$ cat config.mk
export PLATFORM = sky130hd
export DESIGN_NAME = unaligned_access
export DESIGN_NICKNAME = d
export VERILOG_FILES = /design/src/rtl/mem_pkg.sv /design/src/rtl/unaligned_access.sv
export SDC_FILE = /design/constraint.sdc
export NUM_CORES = 1
export LEC_CHECK = 0
export BUFFER_PORTS_ARGS = -buffer_cell sky130_fd_sc_hd__buf_2
export CELL_PAD_IN_SITES_DETAIL_PLACEMENT = 0
export CELL_PAD_IN_SITES_GLOBAL_PLACEMENT = 1
export CORE_MARGIN = 3
export CORE_UTILIZATION = 34
export CTS_CLUSTER_DIAMETER = 60
export DETAILED_ROUTE_END_ITERATION = 7
export HOLD_SLACK_MARGIN = 0.08
export MAX_ROUTING_LAYER = met4
export PLACE_DENSITY_LB_ADDON = 0.12
export SLEW_MARGIN = 20
export SYNTH_ARGS = -nofsm -noshare
export SYNTH_HDL_FRONTEND = slang
export SYNTH_SLANG_ARGS = --single-unit
export TNS_END_PERCENT = 1
$ cat constraint.sdc
create_clock -name clk -period 4.9 [get_ports clk]
set_clock_uncertainty 0.15 [all_clocks]
set_input_delay 0.98 -clock clk [delete_from_list [all_inputs] [get_ports clk]]
set_output_delay 0.98 -clock clk [all_outputs]
set_load 0.005 [all_outputs]
$ cat src/rtl/mem_pkg.sv
package mem_pkg;

    // Memory word geometry
    localparam int word_width = 32;
    localparam int lane_cnt = word_width / 8;
    localparam int lane_sel_width = $clog2(lane_cnt);

    // Client access width codes
    localparam logic [1:0] acc_8 = 2'b00;
    localparam logic [1:0] acc_16 = 2'b01;
    localparam logic [1:0] acc_32 = 2'b10;

endpackage

$ cat src/rtl/unaligned_access.sv
`timescale 1ns/100ps

module unaligned_access #(
    parameter int unsigned ram_words = 256
) (
    input  logic                                 clk,
    input  logic                                 rst,
    input  logic                                 request,
    input  logic [mem_pkg::word_width-1:0]       addr,
    input  logic                                 we,
    input  logic [1:0]                           width,
    input  logic [mem_pkg::word_width-1:0]       wdata,
    input  logic [mem_pkg::word_width-1:0]       ram_rdata,
    output logic                                 done,
    output logic [mem_pkg::word_width-1:0]       rdata,
    output logic [((ram_words > 1) ? $clog2(ram_words) : 1)-1:0] ram_addr,
    output logic [mem_pkg::lane_cnt-1:0]         ram_lane_we,
    output logic [mem_pkg::word_width-1:0]       ram_wdata
);

    localparam int ram_addr_width = (ram_words > 1) ? $clog2(ram_words) : 1;

    typedef enum logic [2:0] {
        st_idle,
        st_hi_addr,
        st_hi_data,
        st_lo_addr,
        st_lo_data,
        st_done
    } seq_state_t;

    seq_state_t state;

    logic [mem_pkg::lane_sel_width-1:0] off;
    logic [mem_pkg::lane_sel_width:0]   shift_hi;
    logic                               single_word;
    logic [mem_pkg::word_width-1:0]     word_idx;
    logic [ram_addr_width-1:0]          addr_lo;
    logic [ram_addr_width-1:0]          addr_hi;
    logic [mem_pkg::lane_cnt-1:0]       lanes;
    logic [mem_pkg::word_width-1:0]     rd_mask;
    logic [mem_pkg::word_width-1:0]     hi_rdata;

    // Lanes touched by an access at lane offset 0
    function automatic logic [mem_pkg::lane_cnt-1:0] width_lanes(input logic [1:0] w);
        case (w)
            mem_pkg::acc_8:  return 4'b0001;
            mem_pkg::acc_16: return 4'b0011;
            mem_pkg::acc_32: return 4'b1111;
            default:         return 4'b0000;
        endcase
    endfunction

    function automatic logic [mem_pkg::word_width-1:0] lane_bits(
        input logic [mem_pkg::lane_cnt-1:0] l
    );
        logic [mem_pkg::word_width-1:0] m;
        for (int i = 0; i < mem_pkg::lane_cnt; i++) begin
            m[8*i +: 8] = {8{l[i]}};
        end
        return m;
    endfunction

    assign off = addr[mem_pkg::lane_sel_width-1:0];
    assign shift_hi = (mem_pkg::lane_sel_width + 1)'(mem_pkg::lane_cnt) - off;

    assign single_word = (width == mem_pkg::acc_8) ||
                         (width == mem_pkg::acc_16 && off != 2'd3) ||
                         (width == mem_pkg::acc_32 && off == 2'd0);

    // Word addresses wrap at the RAM depth
    assign word_idx = addr >> mem_pkg::lane_sel_width;
    assign addr_lo = ram_addr_width'(word_idx % ram_words);
    assign addr_hi = ram_addr_width'((word_idx + 1) % ram_words);

    assign lanes = width_lanes(width) & {mem_pkg::lane_cnt{we}};
    assign rd_mask = lane_bits(width_lanes(width));

    assign done = (state == st_done) && request;

    always_comb begin
        ram_addr = addr_lo;
        ram_lane_we = '0;
        ram_wdata = wdata << (8*off);
        case (state)
            st_hi_addr: begin
                ram_addr = addr_hi;
                ram_lane_we = lanes >> shift_hi;
                ram_wdata = wdata >> (8*shift_hi);
            end
            st_hi_data: begin
                ram_addr = addr_hi;  // Keep address stable for the registered read
                ram_wdata = wdata >> (8*shift_hi);
            end
            st_lo_addr: begin
                ram_lane_we = lanes << off;
            end
            default: begin
            end
        endcase
    end

    always_ff @(posedge clk) begin
        if (rst) begin
            state <= st_idle;
        end else begin
            case (state)
                st_idle: begin
                    if (request) begin
                        state <= single_word ? st_lo_addr : st_hi_addr;
                    end
                end
                st_hi_addr: state <= st_hi_data;
                st_hi_data: state <= st_lo_addr;
                st_lo_addr: state <= st_lo_data;
                st_lo_data: state <= st_done;
                st_done:    state <= request ? st_done : st_idle;  // Held until request drops
                default:    state <= st_idle;
            endcase
        end
    end

    // Read merge, high word bytes land above the low word bytes
    always_ff @(posedge clk) begin
        case (state)
            st_idle: hi_rdata <= '0;
            st_hi_data: hi_rdata <= ram_rdata << (8*shift_hi);
            st_lo_data: begin
                if (!we) begin
                    rdata <= (hi_rdata | (ram_rdata >> (8*off))) & rd_mask;
                end
            end
            default: begin
            end
        endcase
    end

endmodule

# Word-level counts from Yosys, hierarchy flattened
# Index checks and enable logic that the tools add are counted.
# op_classes
add_sub_neg,2
eq_ne,9
shift,6
n_mux,9
n_bitwise,4
reduce_logical,11
# op_table
operator,count
case mux 32 bit (2 select lines),1
bitwise AND 32 bit,1
two-way mux 32 bit,1
OR 32 bit,1
left shift 32 x 5 -> 32 bit,1
left shift 32 x 6 -> 32 bit,1
right shift 32 x 5 -> 32 bit,1
right shift 32 x 6 -> 32 bit,1
case mux 3 bit (6 select lines),1
case mux 4 bit (3 select lines),1
adder 8 x 1 -> 8 bit (second input constant),1
two-way mux 8 bit,1
case mux 4 bit (2 select lines),1
== test 3 x 2 -> 1 bit (second input constant),2
== test 3 bit (second input constant),2
two-way mux 3 bit,2
bitwise AND 4 bit,1
zero test 2 bit,2
inequality test 2 bit (second input constant),2
left shift 4 x 2 -> 4 bit,1
right shift 4 x 3 -> 4 bit,1
== test 3 x 1 -> 1 bit (second input constant),1
logical AND 1 bit,3
zero test 3 bit,1
other kinds (9),10
# word_totals
register_bits,67
in_bits,102

# Longest topological paths before layout
# Gate-level depths: netlist of the first run.
# depth
depth_word,7
ltp_mapped,10
mapped_depth_nobuf,6

# Least setup slack after synthesis of the first run
# Ideal clock, no wire load.
# synth_path
path_kind,input-to-reg
from,input we
to,register rdata[0] (netlist name) (enable)
setup_ns,0.513
arrival_ns,4.488
required_ns,4.237
setup_slack_ns,-0.251
stages,2
path_cell_list,buf_4 > nor4b_1
# synth_between
elab_chain_cells,2
# synth_rtl
item,line_no,source
start: declaration,unaligned_access.sv:10,"input logic we,"
NOT 1 bit (no source line),n/a,
AND reduction 2 bit (no source line),n/a,
end signal: assignment,unaligned_access.sv:130,rdata <= (hi_rdata | (ram_rdata >> (8*off))) & rd_mask;
end: declaration,unaligned_access.sv:15,"output logic [mem_pkg::word_width-1:0] rdata,"
# Every way passes these cells.
# A chain may end at the register's enable or synchronous reset.

# Worst setup path in the final report of the first run
# layout_path
from,input addr[1] (netlist name)
to,output ram_wdata[20] (netlist name)
# layout_between
elab_chain_cells,3
word_cells_on_any_way,4
cone_classes,add/sub (1); shift (2); mux (1)
# layout_rtl
item,line_no,source
start: declaration,unaligned_access.sv:9,"input logic [mem_pkg::word_width-1:0] addr,"
subtractor 3 x 2 -> 3 bit,unaligned_access.sv:65,assign shift_hi = (mem_pkg::lane_sel_width + 1)'(mem_pkg::lane_cnt) - off;
right shift 32 x 6 -> 32 bit,"unaligned_access.sv:89, unaligned_access.sv:93",
two-way mux 32 bit (*),n/a,
end: declaration,unaligned_access.sv:18,output logic [mem_pkg::word_width-1:0] ram_wdata
# Mark *: on every way between the ends. The rest lies on a longest branch, timed or not.

==> summary.txt, run 1 <==
post-synthesis sequential area ratio -> 38.49%
Util after Layout -> 42.79%
Fillers -> 1510
Comb power frac -> 27.7%
Reg clk slew, reported paths -> 50 ps
Synth Net Count -> 650
Post-CTS Setup Repair Bufs -> 0
fmax -> 242.3 MHz
Slew Limit Fails -> 0
Worst Path Buf+Inv -> 4
top_reg_cell synth -> edfxtp_1
Flop pwr share -> 38.8%
Switching Share -> 29.83%
fin crit period -> 4128 ps
Num CTS Buffers -> 9
Total GRT Usage -> 18.89%
post-route cell area -> 6290 µm²
Layout area overhead -> 22.16%
max_slew headroom -> 34.68%
setup slack, reg-to-reg -> 2820 ps
Wirelength per Cell -> 17.67 µm
Syn Area/Cell -> 9.517 µm²
most frequent cells in the layout -> buf_2 (155), nor2_1 (78), mux2i_1 (73)
Hold Vio Cnt, Final -> 0
final worst-path cycle share -> 84.24%
Pre-antenna DRT Iters -> 4
Resized Gates After CTS -> 0
CTS sink count -> 67
hold_buf cts -> 0
Mapped Area -> 5149 µm²
Max Buffers Root-to-Sink -> 2
Post-Route WL -> 15280 µm
Core Box Area -> 14700 µm²
CP Launch Type -> input port
critical path class -> in -> out
Clock Latency Late Sink -> 330 ps
sw power -> 0.0005472 W
worst min path class -> reg -> reg
commonest non-fill, non-tap cell in the layout -> buf_2
most frequent CP cell -> buf_2
initial DRC count -> 244
die height -> 129.1 µm
Hold Crit Start -> hi_rdata[23]$_SDFFCE_PP0P_
Synth Register Bits -> 67
Synth Warn # -> 0
endpoints failing setup -> 0
Clock power frac -> 33.4%
FF-to-FF End -> rdata[23]$_DFFE_PP_
Vias/cell -> 5.292
IO Count -> 179
ANT cells -> 0
unrepaired setup endpoints after global routing -> false
TritonCTS clock tree -> done
Post-synth ARST share -> 0%
Post-DP HPWL -> 10530 µm
Least-Margin Pin Slew -> 977.5 ps
first-pass GRT wire length -> 23970 µm
pwr dens -> 291.6 nW/µm²
final setup TNS -> 0 ps
crit path max fanout -> 17
ratio of cells with drive above 1 in the final layout -> 31.72%
post-route ant nets -> 0
Synth Instances -> 541
data arrival time of the worst path -> 3000 ps
DRC viols -> 0
kind of cell adding the most delay to the critical path -> buffers and inverters
worst path required time -> 3770 ps
Pwr Total -> 0.001834 W
number of global-route vias before repair -> 4615
IO Port Bufs -> 156
nets@finish -> 786
Reg2Reg Depth -> 2
Synth cell types -> 53
Critical Path Sink Type -> output pin
Area after DPL -> 6015 µm²
pre-CTS setup slack -> 741.6 ps
status -> completed
CTS root buf -> clkbuf_16
Initial Util -> 35.03%
Hold EP -> rdata[23]$_DFFE_PP_
CP max-delay cell -> ha_2
Max Cap Violations -> 0
P_leak -> 2.686 nW
Peak VDD IR -> 159.5 µV
setup ws final -> 772.2 ps
DR vias -> 4578
R2R Path Start -> state[2]$_SDFFE_PP0P_
Int Power -> 0.001287 W
cell row count -> 44
Hold Path Stages -> 1
grt ovf -> 0
largest stage delay on the critical path -> 400 ps
H-tree Lvls -> 3
total die area -> 16660 µm²
Horiz. Die Dim -> 129.1 µm
Post-synth EDFFs -> 64
largest net degree at the start of global routing -> 56
initial antenna violation count -> 0
final RePlAce weighted congestion -> 0.8206
CP Cell Sequence -> buf_2, inv_1, ha_2, buf_4, nor3_1, nand2_1, o22ai_1, buf_2
-- power groups by stage --
stage	logic (W)	registers [W]	clock network, W
3_5_place_dp	0.000512	0.000724	0
6_report	0.000509	0.000712	0.000613
4_1_cts	0.000515	0.000713	0.000625
3_3_place_gp	0.000509	0.000723	0
2_1_floorplan	0.000342	0.000712	0
5_1_grt	0.000568	0.000717	0.000647
-- routing by layer --
metal  track usage, %  vias up  share of wire, %
met3            3.998       21               5.2
met1            22.05     2164                43
li1                 -     2251                 -
met2            32.93      142                50
met5                -        -                 0
met4            5.188        0               1.6
-- metrics by stage --
step	cells	hold WS [ps]
3_3_place_gp	850	368.0
4_1_cts	865	384.9
3_5_place_dp	850	368.1
5_1_grt	865	410.4
6_report	865	380.1
2_1_floorplan	541	359.6
-- worst max-delay path by stage --
stage,endpoint,start,slack [ps],depth (start not counted)
after global routing,ram_wdata[20],addr[1],570,8
after detailed placement,ram_wdata[20],addr[1],740,8
after global placement,ram_wdata[20],addr[1],760,8
after floorplan,ram_wdata[24],addr[0],1090,9
final,ram_wdata[20],addr[1],770,8
after CTS,ram_wdata[20],addr[1],730,8
-- cell type report --
type                       count  area (µm²)  share of cell area, %
sequential                    67        1982                  31.51
clock inverter                 4       42.54                 0.6763
tap                          184       230.2                  3.660
inverter                       6       22.52                 0.3581
timing repair buffer         166       870.8                  13.85
clock buffer                  11       232.7                  3.700
multi-input combinational    427        2909                  46.25
-- cell families (layout without fill, tap and decap cells) --
family	Yosys count	count (layout)	share of synthesized area, %
simple gates	175	175	16.86
compound gates	147	147	17.72
mux	90	90	17.91
fa+ha+maj	7	7	1.701
buf+inv	47	187	5.589
flops	67	67	38.49
xor+xnor	8	8	1.725
-- state kept, by name, summed over array words and instances (netlist names) --
name,flops
state,3
rdata,32
hi_rdata,32
-- cells in the mapped netlist (2+ instances only) --
| master | number | area [µm²] |
|---|---|---|
| nor2b_1 | 19 | 118.9 |
| nand3_1 | 3 | 15.01 |
| xor2_1 | 2 | 17.52 |
| o22ai_1 | 16 | 100.1 |
| o2bb2ai_1 | 9 | 78.83 |
| and3_1 | 3 | 18.77 |
| o21ai_0 | 21 | 105.1 |
| buf_2 | 18 | 90.09 |
| nand2_1 | 34 | 127.6 |
| clkbuf_1 | 8 | 30.03 |
| edfxtp_1 | 64 | 1922 |
| o21a_1 | 8 | 60.06 |
| mux2_2 | 17 | 191.4 |
| and2_1 | 16 | 100.1 |
| dfxtp_1 | 3 | 60.06 |
| ha_1 | 7 | 87.58 |
| nor3_1 | 3 | 15.01 |
| clkbuf_8 | 2 | 27.53 |
| a211oi_1 | 17 | 127.6 |
| nand2b_1 | 2 | 12.51 |
| nor3_4 | 2 | 32.53 |
| buf_4 | 6 | 45.04 |
| mux2i_1 | 73 | 730.7 |
| a31oi_1 | 2 | 12.51 |
| nand2_2 | 2 | 12.51 |
| nor2_1 | 79 | 296.5 |
| a21oi_1 | 66 | 330.3 |
| buf_6 | 6 | 67.56 |
| inv_1 | 5 | 18.77 |
| xnor2_1 | 5 | 43.79 |
(Power assumes the default switching activity.)
==> inputs of run 2 (changes only) <==
Settings changed: ABC_AREA set to 1, CORE_UTILIZATION 34 to 35.
Clock period 4.9 ns to 3.9 ns, I/O delays scaled along.
==> summary.txt, run 2 <==
status -> completed (unchanged)
most used routing layer -> met2 (unchanged)
initial DRC count -> 343 (was 244)
Mapped Area -> 5270 µm² (was 5149 µm²)
Post-synth ARST share -> 0% (unchanged)
crit path max fanout -> 14 (was 17)
IO Port Bufs -> 156 (unchanged)
Critical Path Sink Type -> output pin (unchanged)
Vias/cell -> 5.123 (was 5.292)
Hold Crit Start -> hi_rdata[28]$_SDFFCE_PP0P_ (was hi_rdata[23]$_SDFFCE_PP0P_)
die height -> 128.7 µm (was 129.1 µm)
commonest non-fill, non-tap cell in the layout -> nand2_1 (was buf_2)
top cell type by total area after synthesis -> edfxtp_1 (unchanged)
final worst-path cycle share -> 86.33%
Num CTS Buffers -> 9 (unchanged)
endpoints failing setup -> 0 (unchanged)
cell row count -> 44 (unchanged)
total die area -> 16570 µm² (was 16660 µm²)
Hold EP -> rdata[28]$_DFFE_PP_ (was rdata[23]$_DFFE_PP_)
IO Count -> 179 (unchanged)
Slew Limit Fails -> 0 (unchanged)
Synth Instances -> 803 (was 541)
Clock Latency Late Sink -> 330 ps (about the same)
H-tree Lvls -> 3 (unchanged)
hold_buf cts -> 0 (unchanged)
initial antenna violation count -> 0 (unchanged)
post-synthesis sequential area ratio -> 37.61% (was 38.49%)
Total GRT Usage -> 20.86% (was 18.89%)
Core Box Area -> 14640 µm² (was 14700 µm²)
Post-CTS Setup Repair Bufs -> 0 (unchanged)
Least-Margin Pin Slew -> 1085 ps (was 977.5 ps)
Horiz. Die Dim -> 128.7 µm (was 129.1 µm)
DRC viols -> 0 (unchanged)
grt ovf -> 0 (unchanged)
P_leak -> 3.361 nW (was 2.686 nW)
met1 usage -> 25.62% (was 22.05%)
Initial Util -> 35.99% (was 35.03%)
number of global-route vias before repair -> 5417 (was 4615)
critical path class -> in -> out (unchanged)
Top Registers -> hi_rdata (32), rdata (32), state (3) (unchanged)
fmax -> 297.0 MHz
Synth cell types -> 31 (was 53)
Pwr Total -> 0.002393 W (was 0.001834 W)
Pre-antenna DRT Iters -> 5 (was 4)
Yosys top cell area share -> 36.47% (was 37.33%)
Resized Gates After CTS -> 0 (unchanged)
CTS sink count -> 67 (unchanged)
Wirelength per Cell -> 15.32 µm (was 17.67 µm)
Reg2Reg Depth -> 4 (was 2)
Synth Warn # -> 0 (unchanged)
final RePlAce weighted congestion -> 0.9083 (was 0.8206)
largest cells by area after synthesis -> edfxtp_1 (36%), nand2_1 (23%), nand3_1 (6.6%) (was edfxtp_1 (37%), mux2i_1 (14%), a21oi_1 (6.4%))
worst min path class -> reg -> reg (unchanged)
most frequent cells in the layout -> nand2_1 (325), buf_2 (155), nor2_1 (73) (was buf_2 (155), nor2_1 (78), mux2i_1 (73))
DR vias -> 5763 (was 4578)
final setup TNS -> 0 ps (unchanged)
CP Launch Type -> input port (unchanged)
setup slack, reg-to-reg -> 1990 ps (was 2820 ps)
first-pass GRT wire length -> 26620 µm (was 23970 µm)
ratio of cells with drive above 1 in the final layout -> 20.40% (was 31.72%)
ANT cells -> 0 (unchanged)
most common cell in the netlist -> nand2_1 (was nor2_1)
global routing usage on met2 -> 34.39% (was 32.93%)
worst path required time -> 2970 ps (was 3770 ps)
post-route ant nets -> 0 (unchanged)
Synth Register Bits -> 67 (unchanged)
Post-DP HPWL -> 11490 µm (was 10530 µm)
Post-synth EDFFs -> 64 (unchanged)
CTS root buf -> clkbuf_16 (unchanged)
max_slew headroom -> 27.68% (was 34.68%)
top_reg_cell synth -> edfxtp_1 (unchanged)
Post-Route WL -> 17240 µm (was 15280 µm)
FF-to-FF End -> hi_rdata[9]$_SDFFCE_PP0P_ (was rdata[23]$_DFFE_PP_)
Peak VDD IR -> 198.2 µV (was 159.5 µV)
Syn Area/Cell -> 6.563 µm² (was 9.517 µm²)
nets@finish -> 1046 (was 786)
Hold Vio Cnt, Final -> 0 (unchanged)
TritonCTS clock tree -> done (unchanged)
fin crit period -> 3367 ps
met3 Track Usage GR -> 3.445% (was 3.998%)
Synth Net Count -> 912 (was 650)
Max Cap Violations -> 0 (unchanged)
data arrival time of the worst path -> 2440 ps (was 3000 ps)
Layout area overhead -> 22.03% (was 22.16%)
R2R Path Start -> state[0]$_SDFFE_PP0P_ (was state[2]$_SDFFE_PP0P_)
Max Buffers Root-to-Sink -> 2 (unchanged)
Hold Path Stages -> 1 (unchanged)
largest net degree at the start of global routing -> 121 (was 56)
pwr dens -> 372.2 nW/µm² (was 291.6 nW/µm²)
unrepaired setup endpoints after global routing -> false (unchanged)
top post-synthesis cells by count -> nand2_1 (325), nor2_1 (73), inv_1 (71), nand3_1 (69), edfxtp_1 (64) (was nor2_1 (79), mux2i_1 (73), a21oi_1 (66), edfxtp_1 (64), nand2_1 (34))
Reg clk slew, reported paths -> 50 ps (about the same)
[run 2: kinds of logic (layout without fill, tap and decap cells)]
group	after synthesis	in the layout	synth area share, %
AO/OA/AOI/OAI	119	119	12.35
XOR/XNOR	3	3	0.4987
flip-flops	67	67	37.61
AND/OR/NAND/NOR	487	487	38.20
buffers and inverters	120	258	9.687
adder cells (fa/ha/maj)	7	7	1.662
[run 2: worst max-delay path by stage]
stage,start,endpoint,slack [ps],cells after the start
6_report,addr[1],ram_wdata[10],530,10
4_1_cts,addr[1],ram_wdata[10],490,10
2_1_floorplan,addr[1],ram_wdata[23],510,9
3_3_place_gp,addr[1],ram_wdata[5],540,10
3_5_place_dp,addr[1],ram_wdata[10],490,10
5_1_grt,addr[0],ram_wdata[29],300,8
[run 2: layer usage]
layer	vias up	wire, µm
li1	2857	-
met1	2684	7533
met2	194	8209
met3	28	1115
met4	0	379
met5	-	0
[run 2: power by group]
group | leakage [nW] | switching [W] | total, W | internal [W]
Clock | 0.134 | 0.000283 | 0.000768 | 0.000486
Combinational | 2.56 | 0.000478 | 0.000725 | 0.000247
Sequential | 0.671 | 0.0000254 | 0.000900 | 0.000874
[run 2: area by class of cell]
cell class	instances	area, µm²
Fill cell	1563	8213
Multi-Input combinational cell	616	2793
Sequential cell	67	1982
Timing Repair Buffer	167	865.8
Inverter	76	285.3
Clock buffer	11	232.7
Tap cell	184	230.2
Clock inverter	4	42.54
[run 2: metrics by stage]
step	hold WS (ps)	util [%]	setup WS (ps)	area, µm²	cells
after global placement	362.5	42.04	536.3	6156	1110
after floorplan	359.6	-	509.3	5276	803
after CTS	384.5	43.92	494.4	6431	1125
after detailed placement	372.9	42.04	491.4	6156	1110
after global routing	391.7	43.92	304.7	6431	1125
final	381.3	43.92	533.0	6431	1125
[run 2: worst max-delay path, cell delays in order]
cell      delay (ps)
buf_2            100
inv_1             60
ha_1             330
clkinv_1         450
buf_4            350
nand2_1           70
nand2_1           50
nand2_1           50
nand2_1           60
buf_2            130
==> inputs of run 3 (changes only) <==
Settings changed: CORE_UTILIZATION 35 to 38.
Clock period 3.9 ns to 4.1 ns, I/O delays scaled along.
==> summary.txt, run 3 (synthesis results as in run 2) <==
Area after DPL -> 6153 µm² (was 6156 µm²)
Max Cap Violations -> 0 (unchanged)
total die area -> 15320 µm² (was 16570 µm²)
Hold Vio Cnt, Final -> 0 (unchanged)
crit path max fanout -> 120 (was 14)
Pre-antenna DRT Iters -> 5 (unchanged)
grt ovf -> 0 (unchanged)
DRC viols -> 0 (unchanged)
Flop pwr share -> 36.1% (was 37.6%)
post-route ant nets -> 0 (unchanged)
Core Box Area -> 13400 µm² (was 14640 µm²)
die height -> 123.8 µm (was 128.7 µm)
worst path required time -> 3130 ps (was 2970 ps)
P_leak -> 3.379 nW (was 3.361 nW)
Critical Path Sink Type -> output pin (unchanged)
Least-Margin Pin Slew -> 1056 ps (was 1085 ps)
number of global-route vias before repair -> 5608 (was 5417)
final worst-path cycle share -> 84.33%
FF-to-FF End -> hi_rdata[10]$_SDFFCE_PP0P_ (was hi_rdata[9]$_SDFFCE_PP0P_)
unrepaired setup endpoints after global routing -> false (unchanged)
cell row count -> 42 (was 44)
Vias/cell -> 5.225 (was 5.123)
Wirelength per Cell -> 15.69 µm (was 15.32 µm)
IO Count -> 179 (unchanged)
hold_buf cts -> 0 (unchanged)
Post-CTS Setup Repair Bufs -> 0 (unchanged)
Total GRT Usage -> 23.65% (was 20.86%)
final RePlAce weighted congestion -> 0.9002 (was 0.9083)
CTS root buf -> clkbuf_16 (unchanged)
largest net degree at the start of global routing -> 121 (unchanged)
Slew Limit Fails -> 0 (unchanged)
final setup TNS -> 0 ps (unchanged)
Hold Path Stages -> 1 (unchanged)
Comb power frac -> 29.4% (was 30.3%)
Max Buffers Root-to-Sink -> 2 (unchanged)
H-tree Lvls -> 3 (unchanged)
fmax -> 289.2 MHz
ANT cells -> 0 (unchanged)
commonest non-fill, non-tap cell in the layout -> nand2_1 (unchanged)
fin crit period -> 3458 ps
Layout area overhead -> 22.63% (was 22.03%)
TritonCTS clock tree -> done (unchanged)
Fillers -> 1414 (was 1563)
post-route cell area -> 6462 µm² (was 6431 µm²)
CP Launch Type -> input port (unchanged)
Post-Route WL -> 17560 µm (was 17240 µm)
most frequent cells in the layout -> nand2_1 (325), buf_2 (155), nor2_1 (73) (unchanged)
Post-DP HPWL -> 11800 µm (was 11490 µm)
DR vias -> 5847 (was 5763)
Resized Gates After CTS -> 0 (unchanged)
nets@finish -> 1047 (was 1046)
IO Port Bufs -> 156 (unchanged)
worst min path class -> reg -> reg (unchanged)
CTS sink count -> 67 (unchanged)
initial DRC count -> 357 (was 343)
pwr dens -> 366.9 nW/µm² (was 372.2 nW/µm²)
Hold Crit Start -> hi_rdata[27]$_SDFFCE_PP0P_ (was hi_rdata[28]$_SDFFCE_PP0P_)
Peak VDD IR -> 159.0 µV (was 198.2 µV)
critical path class -> in -> out (unchanged)
setup slack, reg-to-reg -> 2200 ps (was 1990 ps)
Int Power -> 0.001595 W (was 0.001607 W)
Top Registers -> hi_rdata (32), rdata (32), state (3) (unchanged)
Hold EP -> rdata[27]$_DFFE_PP_ (was rdata[28]$_DFFE_PP_)
Clock Latency Late Sink -> 340 ps (was 330 ps)
first-pass GRT wire length -> 27230 µm (was 26620 µm)
Placed Instances -> 1103 (was 1110)
ratio of cells with drive above 1 in the final layout -> 20.68% (was 20.40%)
data arrival time of the worst path -> 2490 ps (was 2440 ps)
Num CTS Buffers -> 9 (unchanged)
Post-Layout Cell Count -> 1119 (was 1125)
Horiz. Die Dim -> 123.8 µm (was 128.7 µm)
endpoints failing setup -> 0 (unchanged)
initial antenna violation count -> 0 (unchanged)
Initial Util -> 39.33% (was 35.99%)
sw power -> 0.0007761 W (was 0.0007863 W)
Clock power frac -> 34.5% (was 32.1%)
status -> completed (unchanged)
Reg2Reg Depth -> 4 (unchanged)
Switching Share -> 32.74% (was 32.85%)
R2R Path Start -> state[0]$_SDFFE_PP0P_ (unchanged)
max_slew headroom -> 29.61% (was 27.68%)
Reg clk slew, reported paths -> 50 ps (about the same)
[run 3: metal layers]
metal / GRT usage (%) / vias up / wire length, µm
li1: - / 2856 / -
met1: 28.79 / 2720 / 7213
met2: 39.74 / 236 / 8511
met3: 3.361 / 35 / 1430
met4: 9.135 / 0 / 401
met5: - / - / 0
[run 3: worst max-delay path by stage]
stage / from / endpoint
after CTS: addr[0] / ram_wdata[29]
final: addr[0] / ram_wdata[27]
after global placement: addr[0] / ram_wdata[24]
after global routing: addr[0] / ram_wdata[9]
after floorplan: addr[1] / ram_wdata[23]
after detailed placement: addr[0] / ram_wdata[29]
[run 3: power groups by stage]
stage,combinational [W],clock [W],sequential (W)
floorplan,0.000448,0,0.000864
global placement,0.000687,0,0.000867
detailed placement,0.000698,0,0.000870
CTS,0.000702,0.000823,0.000857
global route,0.000788,0.000855,0.000863
finish,0.000696,0.000819,0.000856
[run 3: area by class of cell]
type | instances | area, µm² | area share (%)
repair buffers | 168 | 873.3 | 13.51
multi-input cells | 616 | 2793 | 43.21
well taps | 176 | 220.2 | 3.408
clock inverters | 6 | 80.08 | 1.239
inverters | 76 | 285.3 | 4.414
flip-flops and latches | 67 | 1982 | 30.67
clock buffers | 10 | 229.0 | 3.543
[run 3: metrics by stage]
| stage | setup slack [ps] | total power [W] | utilization [%] | hold slack (ps) |
|---|---|---|---|---|
| after global routing | 352.2 | 0.002507 | 48.23 | 405.1 |
| after CTS | 646.6 | 0.002382 | 48.23 | 388.0 |
| after floorplan | 629.3 | 0.001312 | - | 359.6 |
| after global placement | 685.9 | 0.001554 | 45.92 | 366.3 |
| final | 642.3 | 0.002371 | 48.23 | 387.5 |
| after detailed placement | 654.7 | 0.001569 | 45.92 | 375.4 |
[run 3: critical path, stage by stage]
cell and delay [ps]:
buf_4 90, buf_4 800, nor2_1 160, a21oi_1 230, nand2_1 80, nand2_1 80, nand2_1 40, buf_2 140
